===== src/cpu_cfg_pkg.sv =====
// core-wide widths shared by every block of the dispatch slice
// modules pull these in with a wildcard import in their header
package cpu_cfg_pkg;

    // instruction address, one per lane
    localparam int INST_ADDR_WIDTH = 32;

    // decoded immediate as handed over by the decoder
    localparam int IMM_WIDTH = 32;

    // architectural register address
    // 5 for RV32I, the top level may pass 4 for RV32E
    localparam int DEFAULT_REG_ADDR_W = 5;

    // instructions presented and issued per cycle, lane 1 is the older
    localparam int ISSUE_WIDTH = 2;

endpackage


===== src/issue_pkg.sv =====
// layout of the decode-info bus that travels with each decoded instruction
// the issue logic only looks at the execution unit group field
package issue_pkg;

    localparam int DECINFO_WIDTH = 16;

    // unit group sits in the low bits, unit specific opcode bits above it
    localparam int DEC_GRP_LSB = 0;
    localparam int DEC_GRP_W   = 3;

    // execution unit an instruction needs
    localparam logic [DEC_GRP_W-1:0] GRP_ALU = 3'd1;
    localparam logic [DEC_GRP_W-1:0] GRP_BJP = 3'd2;
    localparam logic [DEC_GRP_W-1:0] GRP_MEM = 3'd3;
    localparam logic [DEC_GRP_W-1:0] GRP_MUL = 3'd4;

    // pull the unit group out of a decode-info word
    function automatic logic [DEC_GRP_W-1:0] dec_grp(input logic [DECINFO_WIDTH-1:0] info);
        return info[DEC_GRP_LSB +: DEC_GRP_W];
    endfunction

endpackage


===== src/icu.sv =====
// issue register, latches each granted lane's decoded fields for execute
// flush zeroes everything, stall holds everything including valid
`timescale 1ns/1ps

module icu
    import cpu_cfg_pkg::*;
    import issue_pkg::*;
#(
    parameter int REG_ADDR_W = DEFAULT_REG_ADDR_W
) (
    input  logic                        clk,
    input  logic                        reset_i,
    input  logic [ISSUE_WIDTH-1:0]      issue_grant_i,
    input  logic                        flush_i,
    input  logic                        stall_dispatch_i,

    // lane 1 from the decoder
    input  logic [INST_ADDR_WIDTH-1:0]  inst1_addr_i,
    input  logic                        inst1_reg_we_i,
    input  logic [REG_ADDR_W-1:0]       inst1_rd_i,
    input  logic [REG_ADDR_W-1:0]       inst1_rs1_i,
    input  logic [REG_ADDR_W-1:0]       inst1_rs2_i,
    input  logic [IMM_WIDTH-1:0]        inst1_imm_i,
    input  logic [DECINFO_WIDTH-1:0]    inst1_dec_info_i,
    input  logic                        inst1_pred_branch_i,

    // lane 2 from the decoder
    input  logic [INST_ADDR_WIDTH-1:0]  inst2_addr_i,
    input  logic                        inst2_reg_we_i,
    input  logic [REG_ADDR_W-1:0]       inst2_rd_i,
    input  logic [REG_ADDR_W-1:0]       inst2_rs1_i,
    input  logic [REG_ADDR_W-1:0]       inst2_rs2_i,
    input  logic [IMM_WIDTH-1:0]        inst2_imm_i,
    input  logic [DECINFO_WIDTH-1:0]    inst2_dec_info_i,
    input  logic                        inst2_pred_branch_i,

    // lane 1 to execute
    output logic                        lane1_valid_o,
    output logic [INST_ADDR_WIDTH-1:0]  inst1_addr_o,
    output logic                        inst1_reg_we_o,
    output logic [REG_ADDR_W-1:0]       inst1_rd_o,
    output logic [REG_ADDR_W-1:0]       inst1_rs1_o,
    output logic [REG_ADDR_W-1:0]       inst1_rs2_o,
    output logic [IMM_WIDTH-1:0]        inst1_imm_o,
    output logic [DECINFO_WIDTH-1:0]    inst1_dec_info_o,
    output logic                        inst1_pred_branch_o,

    // lane 2 to execute
    output logic                        lane2_valid_o,
    output logic [INST_ADDR_WIDTH-1:0]  inst2_addr_o,
    output logic                        inst2_reg_we_o,
    output logic [REG_ADDR_W-1:0]       inst2_rd_o,
    output logic [REG_ADDR_W-1:0]       inst2_rs1_o,
    output logic [REG_ADDR_W-1:0]       inst2_rs2_o,
    output logic [IMM_WIDTH-1:0]        inst2_imm_o,
    output logic [DECINFO_WIDTH-1:0]    inst2_dec_info_o,
    output logic                        inst2_pred_branch_o
);

    // lane 1 register
    always_ff @(posedge clk) begin
        if (reset_i || flush_i) begin
            lane1_valid_o       <= 1'b0;
            inst1_addr_o        <= '0;
            inst1_reg_we_o      <= 1'b0;
            inst1_rd_o          <= '0;
            inst1_rs1_o         <= '0;
            inst1_rs2_o         <= '0;
            inst1_imm_o         <= '0;
            inst1_dec_info_o    <= '0;
            inst1_pred_branch_o <= 1'b0;
        end else if (!stall_dispatch_i) begin
            // ungranted lane drops valid but keeps the old fields
            lane1_valid_o <= issue_grant_i[0];
            if (issue_grant_i[0]) begin
                inst1_addr_o        <= inst1_addr_i;
                inst1_reg_we_o      <= inst1_reg_we_i;
                inst1_rd_o          <= inst1_rd_i;
                inst1_rs1_o         <= inst1_rs1_i;
                inst1_rs2_o         <= inst1_rs2_i;
                inst1_imm_o         <= inst1_imm_i;
                inst1_dec_info_o    <= inst1_dec_info_i;
                inst1_pred_branch_o <= inst1_pred_branch_i;
            end
        end
    end

    // lane 2 register, same rules on its own grant bit
    always_ff @(posedge clk) begin
        if (reset_i || flush_i) begin
            lane2_valid_o       <= 1'b0;
            inst2_addr_o        <= '0;
            inst2_reg_we_o      <= 1'b0;
            inst2_rd_o          <= '0;
            inst2_rs1_o         <= '0;
            inst2_rs2_o         <= '0;
            inst2_imm_o         <= '0;
            inst2_dec_info_o    <= '0;
            inst2_pred_branch_o <= 1'b0;
        end else if (!stall_dispatch_i) begin
            lane2_valid_o <= issue_grant_i[1];
            if (issue_grant_i[1]) begin
                inst2_addr_o        <= inst2_addr_i;
                inst2_reg_we_o      <= inst2_reg_we_i;
                inst2_rd_o          <= inst2_rd_i;
                inst2_rs1_o         <= inst2_rs1_i;
                inst2_rs2_o         <= inst2_rs2_i;
                inst2_imm_o         <= inst2_imm_i;
                inst2_dec_info_o    <= inst2_dec_info_i;
                inst2_pred_branch_o <= inst2_pred_branch_i;
            end
        end
    end

    // execute never sees the younger lane alone
    a_lane2_with_lane1: assert property (
        @(posedge clk) disable iff (reset_i)
        lane2_valid_o |-> lane1_valid_o
    ) else $error("icu: lane 2 valid without lane 1");

endmodule


===== src/issue_ctrl.sv =====
// turns hazard results plus stall and flush into the per-lane issue grants
// grants are in order, lane 2 can only go together with lane 1
`timescale 1ns/1ps

module issue_ctrl
    import cpu_cfg_pkg::*;
(
    input  logic                   inst1_valid_i,
    input  logic                   inst2_valid_i,

    // from scoreboard and pair checker
    input  logic                   lane1_busy_i,
    input  logic                   lane2_busy_i,
    input  logic                   pair_conflict_i,

    // from control
    input  logic                   stall_dispatch_i,
    input  logic                   flush_i,

    output logic [ISSUE_WIDTH-1:0] issue_grant_o
);

    logic lane1_ready;
    logic lane2_ready;

    always_comb begin
        lane1_ready = inst1_valid_i && !lane1_busy_i;
        // lane 2 also needs a clean pair
        lane2_ready = inst2_valid_i && !lane2_busy_i && !pair_conflict_i;

        issue_grant_o = '0;
        if (!stall_dispatch_i && !flush_i) begin
            issue_grant_o[0] = lane1_ready;
            issue_grant_o[1] = lane1_ready && lane2_ready;
        end
    end

endmodule


===== src/issue_stage_top.sv =====
// dispatch slice of the dual-issue core: hazard checks, issue decision, issue register
// issue_o back to the decoder is combinational, execute outputs follow one clock later
`timescale 1ns/1ps

module issue_stage_top
    import cpu_cfg_pkg::*;
    import issue_pkg::*;
#(
    parameter int REG_ADDR_W = DEFAULT_REG_ADDR_W
) (
    input  logic                        clk,
    input  logic                        reset_i,

    // decoder, lane 1
    input  logic                        inst1_valid_i,
    input  logic [INST_ADDR_WIDTH-1:0]  inst1_addr_i,
    input  logic                        inst1_reg_we_i,
    input  logic [REG_ADDR_W-1:0]       inst1_rd_i,
    input  logic [REG_ADDR_W-1:0]       inst1_rs1_i,
    input  logic [REG_ADDR_W-1:0]       inst1_rs2_i,
    input  logic [IMM_WIDTH-1:0]        inst1_imm_i,
    input  logic [DECINFO_WIDTH-1:0]    inst1_dec_info_i,
    input  logic                        inst1_pred_branch_i,

    // decoder, lane 2
    input  logic                        inst2_valid_i,
    input  logic [INST_ADDR_WIDTH-1:0]  inst2_addr_i,
    input  logic                        inst2_reg_we_i,
    input  logic [REG_ADDR_W-1:0]       inst2_rd_i,
    input  logic [REG_ADDR_W-1:0]       inst2_rs1_i,
    input  logic [REG_ADDR_W-1:0]       inst2_rs2_i,
    input  logic [IMM_WIDTH-1:0]        inst2_imm_i,
    input  logic [DECINFO_WIDTH-1:0]    inst2_dec_info_i,
    input  logic                        inst2_pred_branch_i,

    // control and writeback
    input  logic                        flush_i,
    input  logic                        stall_dispatch_i,
    input  logic                        wb_we_i,
    input  logic [REG_ADDR_W-1:0]       wb_rd_i,

    // handshake back to the decoder
    output logic [ISSUE_WIDTH-1:0]      issue_o,

    // execute side
    output logic                        lane1_valid_o,
    output logic [INST_ADDR_WIDTH-1:0]  inst1_addr_o,
    output logic                        inst1_reg_we_o,
    output logic [REG_ADDR_W-1:0]       inst1_rd_o,
    output logic [REG_ADDR_W-1:0]       inst1_rs1_o,
    output logic [REG_ADDR_W-1:0]       inst1_rs2_o,
    output logic [IMM_WIDTH-1:0]        inst1_imm_o,
    output logic [DECINFO_WIDTH-1:0]    inst1_dec_info_o,
    output logic                        inst1_pred_branch_o,
    output logic                        lane2_valid_o,
    output logic [INST_ADDR_WIDTH-1:0]  inst2_addr_o,
    output logic                        inst2_reg_we_o,
    output logic [REG_ADDR_W-1:0]       inst2_rd_o,
    output logic [REG_ADDR_W-1:0]       inst2_rs1_o,
    output logic [REG_ADDR_W-1:0]       inst2_rs2_o,
    output logic [IMM_WIDTH-1:0]        inst2_imm_o,
    output logic [DECINFO_WIDTH-1:0]    inst2_dec_info_o,
    output logic                        inst2_pred_branch_o
);

    logic                   lane1_busy;
    logic                   lane2_busy;
    logic                   pair_conflict;
    logic [ISSUE_WIDTH-1:0] issue_grant;

    assign issue_o = issue_grant;

    scoreboard #(.REG_ADDR_W(REG_ADDR_W)) u_scoreboard (
        .clk(clk), .reset_i(reset_i), .flush_i(flush_i), .issue_grant_i(issue_grant),
        .inst1_reg_we_i(inst1_reg_we_i), .inst1_rd_i(inst1_rd_i),
        .inst1_rs1_i(inst1_rs1_i), .inst1_rs2_i(inst1_rs2_i),
        .inst2_reg_we_i(inst2_reg_we_i), .inst2_rd_i(inst2_rd_i),
        .inst2_rs1_i(inst2_rs1_i), .inst2_rs2_i(inst2_rs2_i),
        .wb_we_i(wb_we_i), .wb_rd_i(wb_rd_i),
        .lane1_busy_o(lane1_busy), .lane2_busy_o(lane2_busy)
    );

    pair_hazard_check #(.REG_ADDR_W(REG_ADDR_W)) u_pair_hazard_check (
        .inst1_reg_we_i(inst1_reg_we_i), .inst1_rd_i(inst1_rd_i),
        .inst1_dec_info_i(inst1_dec_info_i),
        .inst2_rs1_i(inst2_rs1_i), .inst2_rs2_i(inst2_rs2_i), .inst2_rd_i(inst2_rd_i),
        .inst2_dec_info_i(inst2_dec_info_i),
        .pair_conflict_o(pair_conflict)
    );

    issue_ctrl u_issue_ctrl (
        .inst1_valid_i(inst1_valid_i), .inst2_valid_i(inst2_valid_i),
        .lane1_busy_i(lane1_busy), .lane2_busy_i(lane2_busy),
        .pair_conflict_i(pair_conflict),
        .stall_dispatch_i(stall_dispatch_i), .flush_i(flush_i),
        .issue_grant_o(issue_grant)
    );

    icu #(.REG_ADDR_W(REG_ADDR_W)) u_icu (
        .clk(clk), .reset_i(reset_i), .issue_grant_i(issue_grant),
        .flush_i(flush_i), .stall_dispatch_i(stall_dispatch_i),
        .inst1_addr_i(inst1_addr_i), .inst1_reg_we_i(inst1_reg_we_i),
        .inst1_rd_i(inst1_rd_i), .inst1_rs1_i(inst1_rs1_i), .inst1_rs2_i(inst1_rs2_i),
        .inst1_imm_i(inst1_imm_i), .inst1_dec_info_i(inst1_dec_info_i),
        .inst1_pred_branch_i(inst1_pred_branch_i),
        .inst2_addr_i(inst2_addr_i), .inst2_reg_we_i(inst2_reg_we_i),
        .inst2_rd_i(inst2_rd_i), .inst2_rs1_i(inst2_rs1_i), .inst2_rs2_i(inst2_rs2_i),
        .inst2_imm_i(inst2_imm_i), .inst2_dec_info_i(inst2_dec_info_i),
        .inst2_pred_branch_i(inst2_pred_branch_i),
        .lane1_valid_o(lane1_valid_o), .inst1_addr_o(inst1_addr_o),
        .inst1_reg_we_o(inst1_reg_we_o), .inst1_rd_o(inst1_rd_o),
        .inst1_rs1_o(inst1_rs1_o), .inst1_rs2_o(inst1_rs2_o), .inst1_imm_o(inst1_imm_o),
        .inst1_dec_info_o(inst1_dec_info_o), .inst1_pred_branch_o(inst1_pred_branch_o),
        .lane2_valid_o(lane2_valid_o), .inst2_addr_o(inst2_addr_o),
        .inst2_reg_we_o(inst2_reg_we_o), .inst2_rd_o(inst2_rd_o),
        .inst2_rs1_o(inst2_rs1_o), .inst2_rs2_o(inst2_rs2_o), .inst2_imm_o(inst2_imm_o),
        .inst2_dec_info_o(inst2_dec_info_o), .inst2_pred_branch_o(inst2_pred_branch_o)
    );

endmodule


===== src/pair_hazard_check.sv =====
// conflicts inside one decoded pair, lane 2 against the older lane 1
// purely combinational, result feeds issue_ctrl in the same cycle
`timescale 1ns/1ps

module pair_hazard_check
    import cpu_cfg_pkg::*;
    import issue_pkg::*;
#(
    parameter int REG_ADDR_W = DEFAULT_REG_ADDR_W
) (
    // lane 1 destination
    input  logic                     inst1_reg_we_i,
    input  logic [REG_ADDR_W-1:0]    inst1_rd_i,
    input  logic [DECINFO_WIDTH-1:0] inst1_dec_info_i,

    // lane 2 sources and destination
    input  logic [REG_ADDR_W-1:0]    inst2_rs1_i,
    input  logic [REG_ADDR_W-1:0]    inst2_rs2_i,
    input  logic [REG_ADDR_W-1:0]    inst2_rd_i,
    input  logic [DECINFO_WIDTH-1:0] inst2_dec_info_i,

    output logic                     pair_conflict_o
);

    logic                 inst1_writes;
    logic                 raw_hazard;
    logic                 waw_hazard;
    logic [DEC_GRP_W-1:0] inst1_grp;
    logic [DEC_GRP_W-1:0] inst2_grp;
    logic                 unit_clash;

    // a write to x0 is dropped, so it never orders the pair
    assign inst1_writes = inst1_reg_we_i && inst1_rd_i != '0;

    // lane 2 reads what lane 1 is about to write
    assign raw_hazard = inst1_writes
                     && (inst1_rd_i == inst2_rs1_i || inst1_rd_i == inst2_rs2_i);

    // both lanes name the same destination
    assign waw_hazard = inst1_writes && inst1_rd_i == inst2_rd_i;

    assign inst1_grp = dec_grp(inst1_dec_info_i);
    assign inst2_grp = dec_grp(inst2_dec_info_i);

    // only one load/store unit and one multiplier
    assign unit_clash = (inst1_grp == GRP_MEM && inst2_grp == GRP_MEM)
                     || (inst1_grp == GRP_MUL && inst2_grp == GRP_MUL);

    assign pair_conflict_o = raw_hazard || waw_hazard || unit_clash;

endmodule


===== src/scoreboard.sv =====
// pending-write scoreboard, one bit per architectural register
// issue sets a bit, writeback clears it, flush empties the whole table
`timescale 1ns/1ps

module scoreboard
    import cpu_cfg_pkg::*;
#(
    parameter int REG_ADDR_W = DEFAULT_REG_ADDR_W
) (
    input  logic                   clk,
    input  logic                   reset_i,
    input  logic                   flush_i,
    input  logic [ISSUE_WIDTH-1:0] issue_grant_i,

    // lane 1 register usage
    input  logic                   inst1_reg_we_i,
    input  logic [REG_ADDR_W-1:0]  inst1_rd_i,
    input  logic [REG_ADDR_W-1:0]  inst1_rs1_i,
    input  logic [REG_ADDR_W-1:0]  inst1_rs2_i,

    // lane 2 register usage
    input  logic                   inst2_reg_we_i,
    input  logic [REG_ADDR_W-1:0]  inst2_rd_i,
    input  logic [REG_ADDR_W-1:0]  inst2_rs1_i,
    input  logic [REG_ADDR_W-1:0]  inst2_rs2_i,

    // writeback port
    input  logic                   wb_we_i,
    input  logic [REG_ADDR_W-1:0]  wb_rd_i,

    output logic                   lane1_busy_o,
    output logic                   lane2_busy_o
);

    localparam int NUM_REGS = 1 << REG_ADDR_W;

    logic [NUM_REGS-1:0] pending_q;
    logic [NUM_REGS-1:0] set_mask;
    logic [NUM_REGS-1:0] clr_mask;
    logic [NUM_REGS-1:0] pending_d;

    // one-hot select of a register, x0 never selected
    function automatic logic [NUM_REGS-1:0] reg_mask(
        input logic                  en,
        input logic [REG_ADDR_W-1:0] addr
    );
        logic [NUM_REGS-1:0] mask;
        mask = '0;
        if (en && addr != '0) begin
            mask[addr] = 1'b1;
        end
        return mask;
    endfunction

    assign set_mask = reg_mask(issue_grant_i[0] && inst1_reg_we_i, inst1_rd_i)
                    | reg_mask(issue_grant_i[1] && inst2_reg_we_i, inst2_rd_i);
    assign clr_mask = reg_mask(wb_we_i, wb_rd_i);

    // set after clear so a same-cycle issue keeps the register pending
    assign pending_d = (pending_q & ~clr_mask) | set_mask;

    always_ff @(posedge clk) begin
        if (reset_i || flush_i) begin
            pending_q <= '0;
        end else begin
            pending_q <= pending_d;
        end
    end

    // lane busy if any named register, other than x0, waits on a write
    always_comb begin
        lane1_busy_o = (inst1_rs1_i != '0 && pending_q[inst1_rs1_i])
                    || (inst1_rs2_i != '0 && pending_q[inst1_rs2_i])
                    || (inst1_rd_i  != '0 && pending_q[inst1_rd_i]);
        lane2_busy_o = (inst2_rs1_i != '0 && pending_q[inst2_rs1_i])
                    || (inst2_rs2_i != '0 && pending_q[inst2_rs2_i])
                    || (inst2_rd_i  != '0 && pending_q[inst2_rd_i]);
    end

    // grants come from issue_ctrl, they must respect the busy view here
    a_grant_not_busy: assert property (
        @(posedge clk) disable iff (reset_i)
        (!issue_grant_i[0] || !lane1_busy_o) && (!issue_grant_i[1] || !lane2_busy_o)
    ) else $error("scoreboard: busy lane was granted");

endmodule


===== config.mk =====
export PLATFORM = sky130hd
export DESIGN_NAME = issue_stage_top
export DESIGN_NICKNAME = d
export VERILOG_FILES = /design/src/cpu_cfg_pkg.sv /design/src/issue_pkg.sv /design/src/icu.sv /design/src/issue_ctrl.sv /design/src/issue_stage_top.sv /design/src/pair_hazard_check.sv /design/src/scoreboard.sv
export SDC_FILE = /design/constraint.sdc
export NUM_CORES = 1
export LEC_CHECK = 0
export BUFFER_PORTS_ARGS = -buffer_cell sky130_fd_sc_hd__buf_2
export CAP_MARGIN = 10
export CELL_PAD_IN_SITES_DETAIL_PLACEMENT = 1
export CELL_PAD_IN_SITES_GLOBAL_PLACEMENT = 1
export CORE_UTILIZATION = 36
export DETAILED_ROUTE_END_ITERATION = 12
export PLACE_DENSITY_LB_ADDON = 0.12
export SLEW_MARGIN = 20
export SYNTH_ARGS = -nofsm -noshare
export SYNTH_HDL_FRONTEND = slang
export SYNTH_SLANG_ARGS = --single-unit

===== constraint.sdc =====
create_clock -name clk -period 4.5 [get_ports clk]
set_clock_uncertainty 0.05 [all_clocks]
set_input_delay 0.45 -clock clk [delete_from_list [all_inputs] [get_ports clk]]
set_output_delay 0.45 -clock clk [all_outputs]
set_load 0.02 [all_outputs]

Word level (Yosys, flattened, before mapping)

Cells that the tools add are included.

Bits in registers: 228

Reduce and logical (&&, ||, !) cells: 47
Order comparisons: 10
Bitwise operators: 5
Equal/unequal tests: 7
Multiplexer cells: 22

Operators with widths:

| cell                                                              | count |
|---|---|
| two-way mux 32 bit                                                | 3 |
| bitwise OR 32 bit                                                 | 2 |
| less-than comparator 5 x 6 -> 1 bit, second input constant        | 7 |
| nonzero test 5 bit                                                | 7 |
| AND 32 bit                                                        | 1 |
| NOT 32 bit                                                        | 1 |
| binary-select mux 1 bit (select 5 bit)                            | 6 |
| logical AND 1 bit                                                 | 24 |
| demux 1 bit (select 5 bit)                                        | 3 |
| == test 5 bit                                                     | 3 |
| greater-or-equal comparator 5 x 1 -> 1 bit, second input constant | 3 |
| logical OR 1 bit                                                  | 9 |
| two-way mux 1 bit                                                 | 9 |
| == test 3 x 2 -> 1 bit, second input constant                     | 2 |
| == test 3 bit, second input constant                              | 2 |
| logical NOT 1 bit                                                 | 5 |
| AND reduction 2 bit                                               | 2 |
| two-way mux 2 bit                                                 | 1 |
| NOT 1 bit                                                         | 1 |

Longest topological paths before layout

Depth in word-level cells: 15
Mapped depth: 13
Gate-level depth less buffers: 9

Cells and area by module

Synthesis repeated with hierarchy kept, for this count alone.

Cells, all modules: 1,236
Area, all modules: 10,555.1 um^2

By module, submodules not included:

| module            | instances | sequential area each (um^2) | area each (um^2) | cells each |
|---|---|---|---|---|
| icu               | 1         | 3,923.8                     | 7,091.8          | 853 |
| scoreboard        | 1         | 640.6                       | 3,214.3          | 351 |
| pair_hazard_check | 1         | 0.0                         | 215.2            | 29 |
| issue_ctrl        | 1         | 0.0                         | 33.8             | 3 |

Worst setup path before layout

Ideal clock, no wire load.

Kind: in2out
Start: in inst1_rs2_i[1]
End: out issue_o[1]
Arrival time: 3,282 ps
Setup slack: 718 ps
Buffers on the path: 5
Stages: 11
Cell sequence: clkbuf_1 clkbuf_1 mux4_2 o2111ai_1 nand4_1 or4_1 or4b_1 buf_2 buf_2 buf_2 inv_2

Word-level cells in the longest chain between the ends: 9
Elaborated cells between the ends (all ways): 10

Ends and longest elaborated chain:

| what                                    | line                  | text |
|---|---|---|
| start: declaration                      | issue_stage_top.sv:20 | `input logic [REG_ADDR_W-1:0] inst1_rs2_i,` |
| binary-select mux 1 bit (select 5 bit)  | scoreboard.sv:73      | `\|\| (inst1_rs2_i != '0 && pending_q[inst1_rs2_i])` |
| two-way mux 1 bit (not written as such) | scoreboard.sv:73      |  |
| logical AND 1 bit (*)                   | scoreboard.sv:73      |  |
| logical OR 1 bit (*)                    | scoreboard.sv:73      |  |
| logical OR 1 bit (*)                    | scoreboard.sv:74      | `\|\| (inst1_rd_i != '0 && pending_q[inst1_rd_i]);` |
| logical NOT 1 bit (*)                   | issue_ctrl.sv:27      | `lane1_ready = inst1_valid_i && !lane1_busy_i;` |
| logical AND 1 bit (*)                   | issue_ctrl.sv:27      |  |
| logical AND 1 bit (*)                   | issue_ctrl.sv:34      | `issue_grant_o[1] = lane1_ready && lane2_ready;` |
| two-way mux 2 bit (*)                   | issue_ctrl.sv:32      | `if (!stall_dispatch_i && !flush_i) begin` |
| end: declaration                        | issue_stage_top.sv:43 | `output logic [ISSUE_WIDTH-1:0] issue_o,` |

Every way passes the cells marked *; elsewhere a longest branch is shown, timed or not. The select of a mux whose other input is x is not followed.

Final worst setup path

Start: reg u_scoreboard.pending_q[23]
End: out issue_o[1]

Word-level cells in the longest chain between the ends: 10
Elaborated cells between the ends (all ways): 29

Ends and longest elaborated chain:

| what                                                      | line                               | text |
|---|---|---|
| start: declaration                                        | scoreboard.sv:37                   | `logic [NUM_REGS-1:0] pending_q;` |
| start signal: assignment                                  | scoreboard.sv:66                   | `pending_q <= pending_d;` |
| binary-select mux 1 bit (select 5 bit) (on tied branches) | scoreboard.sv:75, scoreboard.sv:76 |  |
| two-way mux 1 bit (on tied branches)                      | scoreboard.sv:75, scoreboard.sv:76 |  |
| logical AND 1 bit (on tied branches)                      | scoreboard.sv:75, scoreboard.sv:76 |  |
| logical OR 1 bit                                          | scoreboard.sv:76                   | `\|\| (inst2_rs2_i != '0 && pending_q[inst2_rs2_i])` |
| logical OR 1 bit                                          | scoreboard.sv:77                   | `\|\| (inst2_rd_i != '0 && pending_q[inst2_rd_i]);` |
| logical NOT 1 bit                                         | issue_ctrl.sv:29                   | `lane2_ready = inst2_valid_i && !lane2_busy_i && !pair_conflict_i;` |
| logical AND 1 bit (2 in a row)                            | issue_ctrl.sv:29                   |  |
| logical AND 1 bit (*)                                     | issue_ctrl.sv:34                   |  |
| two-way mux 2 bit (*)                                     | issue_ctrl.sv:32                   |  |

Marks and branches as above.

==> impl_metrics.ini <==
[setup_path]
crit_required_ns = 4.00
critPathCaptureType = output port
worstPathArrival_ns = 3.67
worst_setup_path_start_kind = register
criticalPathCategory = reg2out
worstPathMaxFanout = 99

[detailed_routing]
dr_total_vias = 9865
dr.first_iter.drc_count = 626
drt-wirelength-per-cell_um = 20.9
first_pass_iters = 5
via_per_inst = 5.31
ant_nets = 0
drc_errors = 0
postRouteWirelength_mm = 38.8

[place]
port-buffer-count = 403
preCtsSetupSlack_ns = 0.603
hpwl_mm = 27.6
routabilityCongestion = 0.902

[logic_synthesis]
synth_area_sq_um = 10500
yosys.area.top_type = dfxtp_1
synth_area_leaders = dfxtp_1 (44%), mux2i_1 (21%), nor2_1 (6.8%)
synthFlopType = dfxtp_1
yosys.area.top_type_share_pct = 43.6
yosysWarningCount = 0
async_flop_share_pct = 0
synth_edf_count = 0
syn_avg_cell_area_sq_um = 9.46
synth-seq-cells = 228
yosys-top-cells-count = dfxtp_1 (228), mux2i_1 (215), nor2_1 (191)
yosys.cell_types.count = 56
ys_seq_area_share_pct = 43.6
synth.most_common_cell = dfxtp_1
syn_nets = 1314
postSynthCellCount = 1108

[power]
power.density_nw_per_um2 = 333
p_int_uw = 3440
power_frac_seq_pct = 45.1
ir_worst_vdd_mv = 0.257
power_leakage_uw = 0.00635
clkPwrFrac_pct = 46.3
p_total_uw = 4510
combPwrFrac_pct = 8.6
power.switching_uw = 1080
switching_share_pct = 23.8

[global_routing]
antenna_found_initial = 3
use_met1_pct = 32.0
grt_pass1_wl_mm = 60.5
grt_use_total_pct = 25.6
grt_pass1_vias = 10172
use_met2_pct = 42.5
grt_most_used_layer = met2
grt_overflow_total = 0
grt_use_met3_pct = 6.05
grt_max_degree = 100

[clock_tree]
h-tree-depth = 1
path_clk_slew_ns = 0.06
cts_setup_buffers = 0
cts_resized = 0
cts_tree = built
cts_buffers = 26
ctsRootBufferMaster = clkbuf_16
cts_hold_buf = 0
cts_buffer_depth = 3
clock_sinks = 228
insertion_delay_ns = 0.53

[floorplan]
dieArea_sq_um = 29800
dieWidth_um = 173
ios = 404
fp-row-count = 62
die_height_um = 173
coreArea_sq_um = 28700
initial_utilization_pct = 36.5

[layout]
seqCellArea_sq_um = 4560
final_nets = 1660
drive_gt1_share_pct = 33.4
syn2layout_area_growth_pct = 29.3
multiInputGateArea_sq_um = 5520
fillers = 3431

[run_status]
outcome = completed

[worst_hold_path]
hold_path_class = in2reg

[sta]
post-route-period-util_pct = 92.7
hold_viol = 0
worst_slack_ns = 0.326
worstMarginPinSlew_ns = 1.16
fin_setup_tns_ns = 0
whs_ns = 0.0962
fmax_mhz = 240
finalMaxSlewViolations = 0
rsz0062_at_grt = no
period_needed_ns = 4.17
slew_headroom_pct = 22.6
setup_viol = 0

[flow_run]
cap_violations = 0
[state kept, by name, summed over array words and instances (netlist names), 16 cells and up]
register	cells
u_scoreboard.pending_q	32
u_icu.inst1_imm_o	32
u_icu.inst1_dec_info_o	16
u_icu.inst1_addr_o	32
u_icu.inst2_addr_o	32
u_icu.inst2_imm_o	32
u_icu.inst2_dec_info_o	16
[power groups by stage]
stage	combinational (uW)	sequential (uW)	clock (uW)
3_3_place_gp	380	2080	0
4_1_cts	390	2040	2140
6_report	388	2040	2090
3_5_place_dp	387	2080	0
2_1_floorplan	206	2100	0
5_1_grt	420	2040	2230
[cells in the final DEF, fill, tap and decap left out, types with 3 or more instances in the layout]
cell type,count
o21ai_0,4
o22ai_1,9
o221ai_1,16
or4_1,4
nor2_1,190
nand2b_1,5
buf_12,3
buf_4,5
or2_2,3
buf_2,403
mux4_2,28
nand4_1,7
a21oi_1,54
nand3_1,27
xor2_1,6
and2_1,3
nand3b_1,15
nor4b_1,4
and3_1,3
clkbuf_16,27
nand2_1,84
mux2i_1,215
nor3b_1,6
nor2b_1,8
dfxtp_1,228
o21ai_1,16
nor3_1,24
xnor2_1,9
inv_1,5
or3b_2,4
or3_1,3
clkbuf_8,6
clkbuf_1,9
[worst max-delay path: stages, from the launching register on]
cell and delay (ns):
dfxtp_1 0.43, mux4_2 0.51, mux2_2 0.27, nand2_1 0.06
a21oi_1 0.06, or4_1 0.56, or4b_4 0.59, buf_12 0.28
inv_2 0.10, buf_2 0.16
[cell type report]
type                    instances  share of cell area [%]
multi-input cells             780                    40.7
flip-flops and latches        228                    33.7
repair buffers                411                    15.6
clock buffers                  42                    5.84
well taps                     384                    3.55
clock inverters                 4                   0.351
inverters                       7                   0.212
diodes                          1                  0.0185
[kinds of logic after synthesis]
family,Yosys count,share of synthesized area (%)
buffers and inverters,100,3.86
xor gates and xnor gates,15,1.25
and+or+nand+nor,401,17.5
AOI/OAI and AO/OA,117,6.89
DFF,228,43.6
muxes,247,27.0
[metal layers]
layer  vias up  share of wire (%)
met2       460                 46
li1       4588                  -
met1      4723                 41
met3        90                8.2
met5         -              0.059
met4         4                4.2
[worst paths after layout]
kind / to / from / depth (start not counted) / slack, ns
worst max register to register: u_scoreboard.pending_q[5] / u_scoreboard.pending_q[23] / 8 / 0.96
worst min register to register: u_icu.inst1_dec_info_o[2] / u_icu.inst1_dec_info_o[2] / 2 / 0.40
worst min-delay path: u_icu.inst2_addr_o[17] / inst2_addr_i[17] / 3 / 0.1
worst max-delay path: issue_o[1] / u_scoreboard.pending_q[23] / 9 / 0.33
[through the flow]
step	utilization (%)	cell area, sq um	std cells
floorplan	-	10500	1108
global placement	44.3	12700	1810
detailed placement	44.3	12700	1810
CTS	47.2	13500	1856
global route	47.2	13600	1857
finish	47.2	13600	1857
Power figures use the tool's default switching activity.
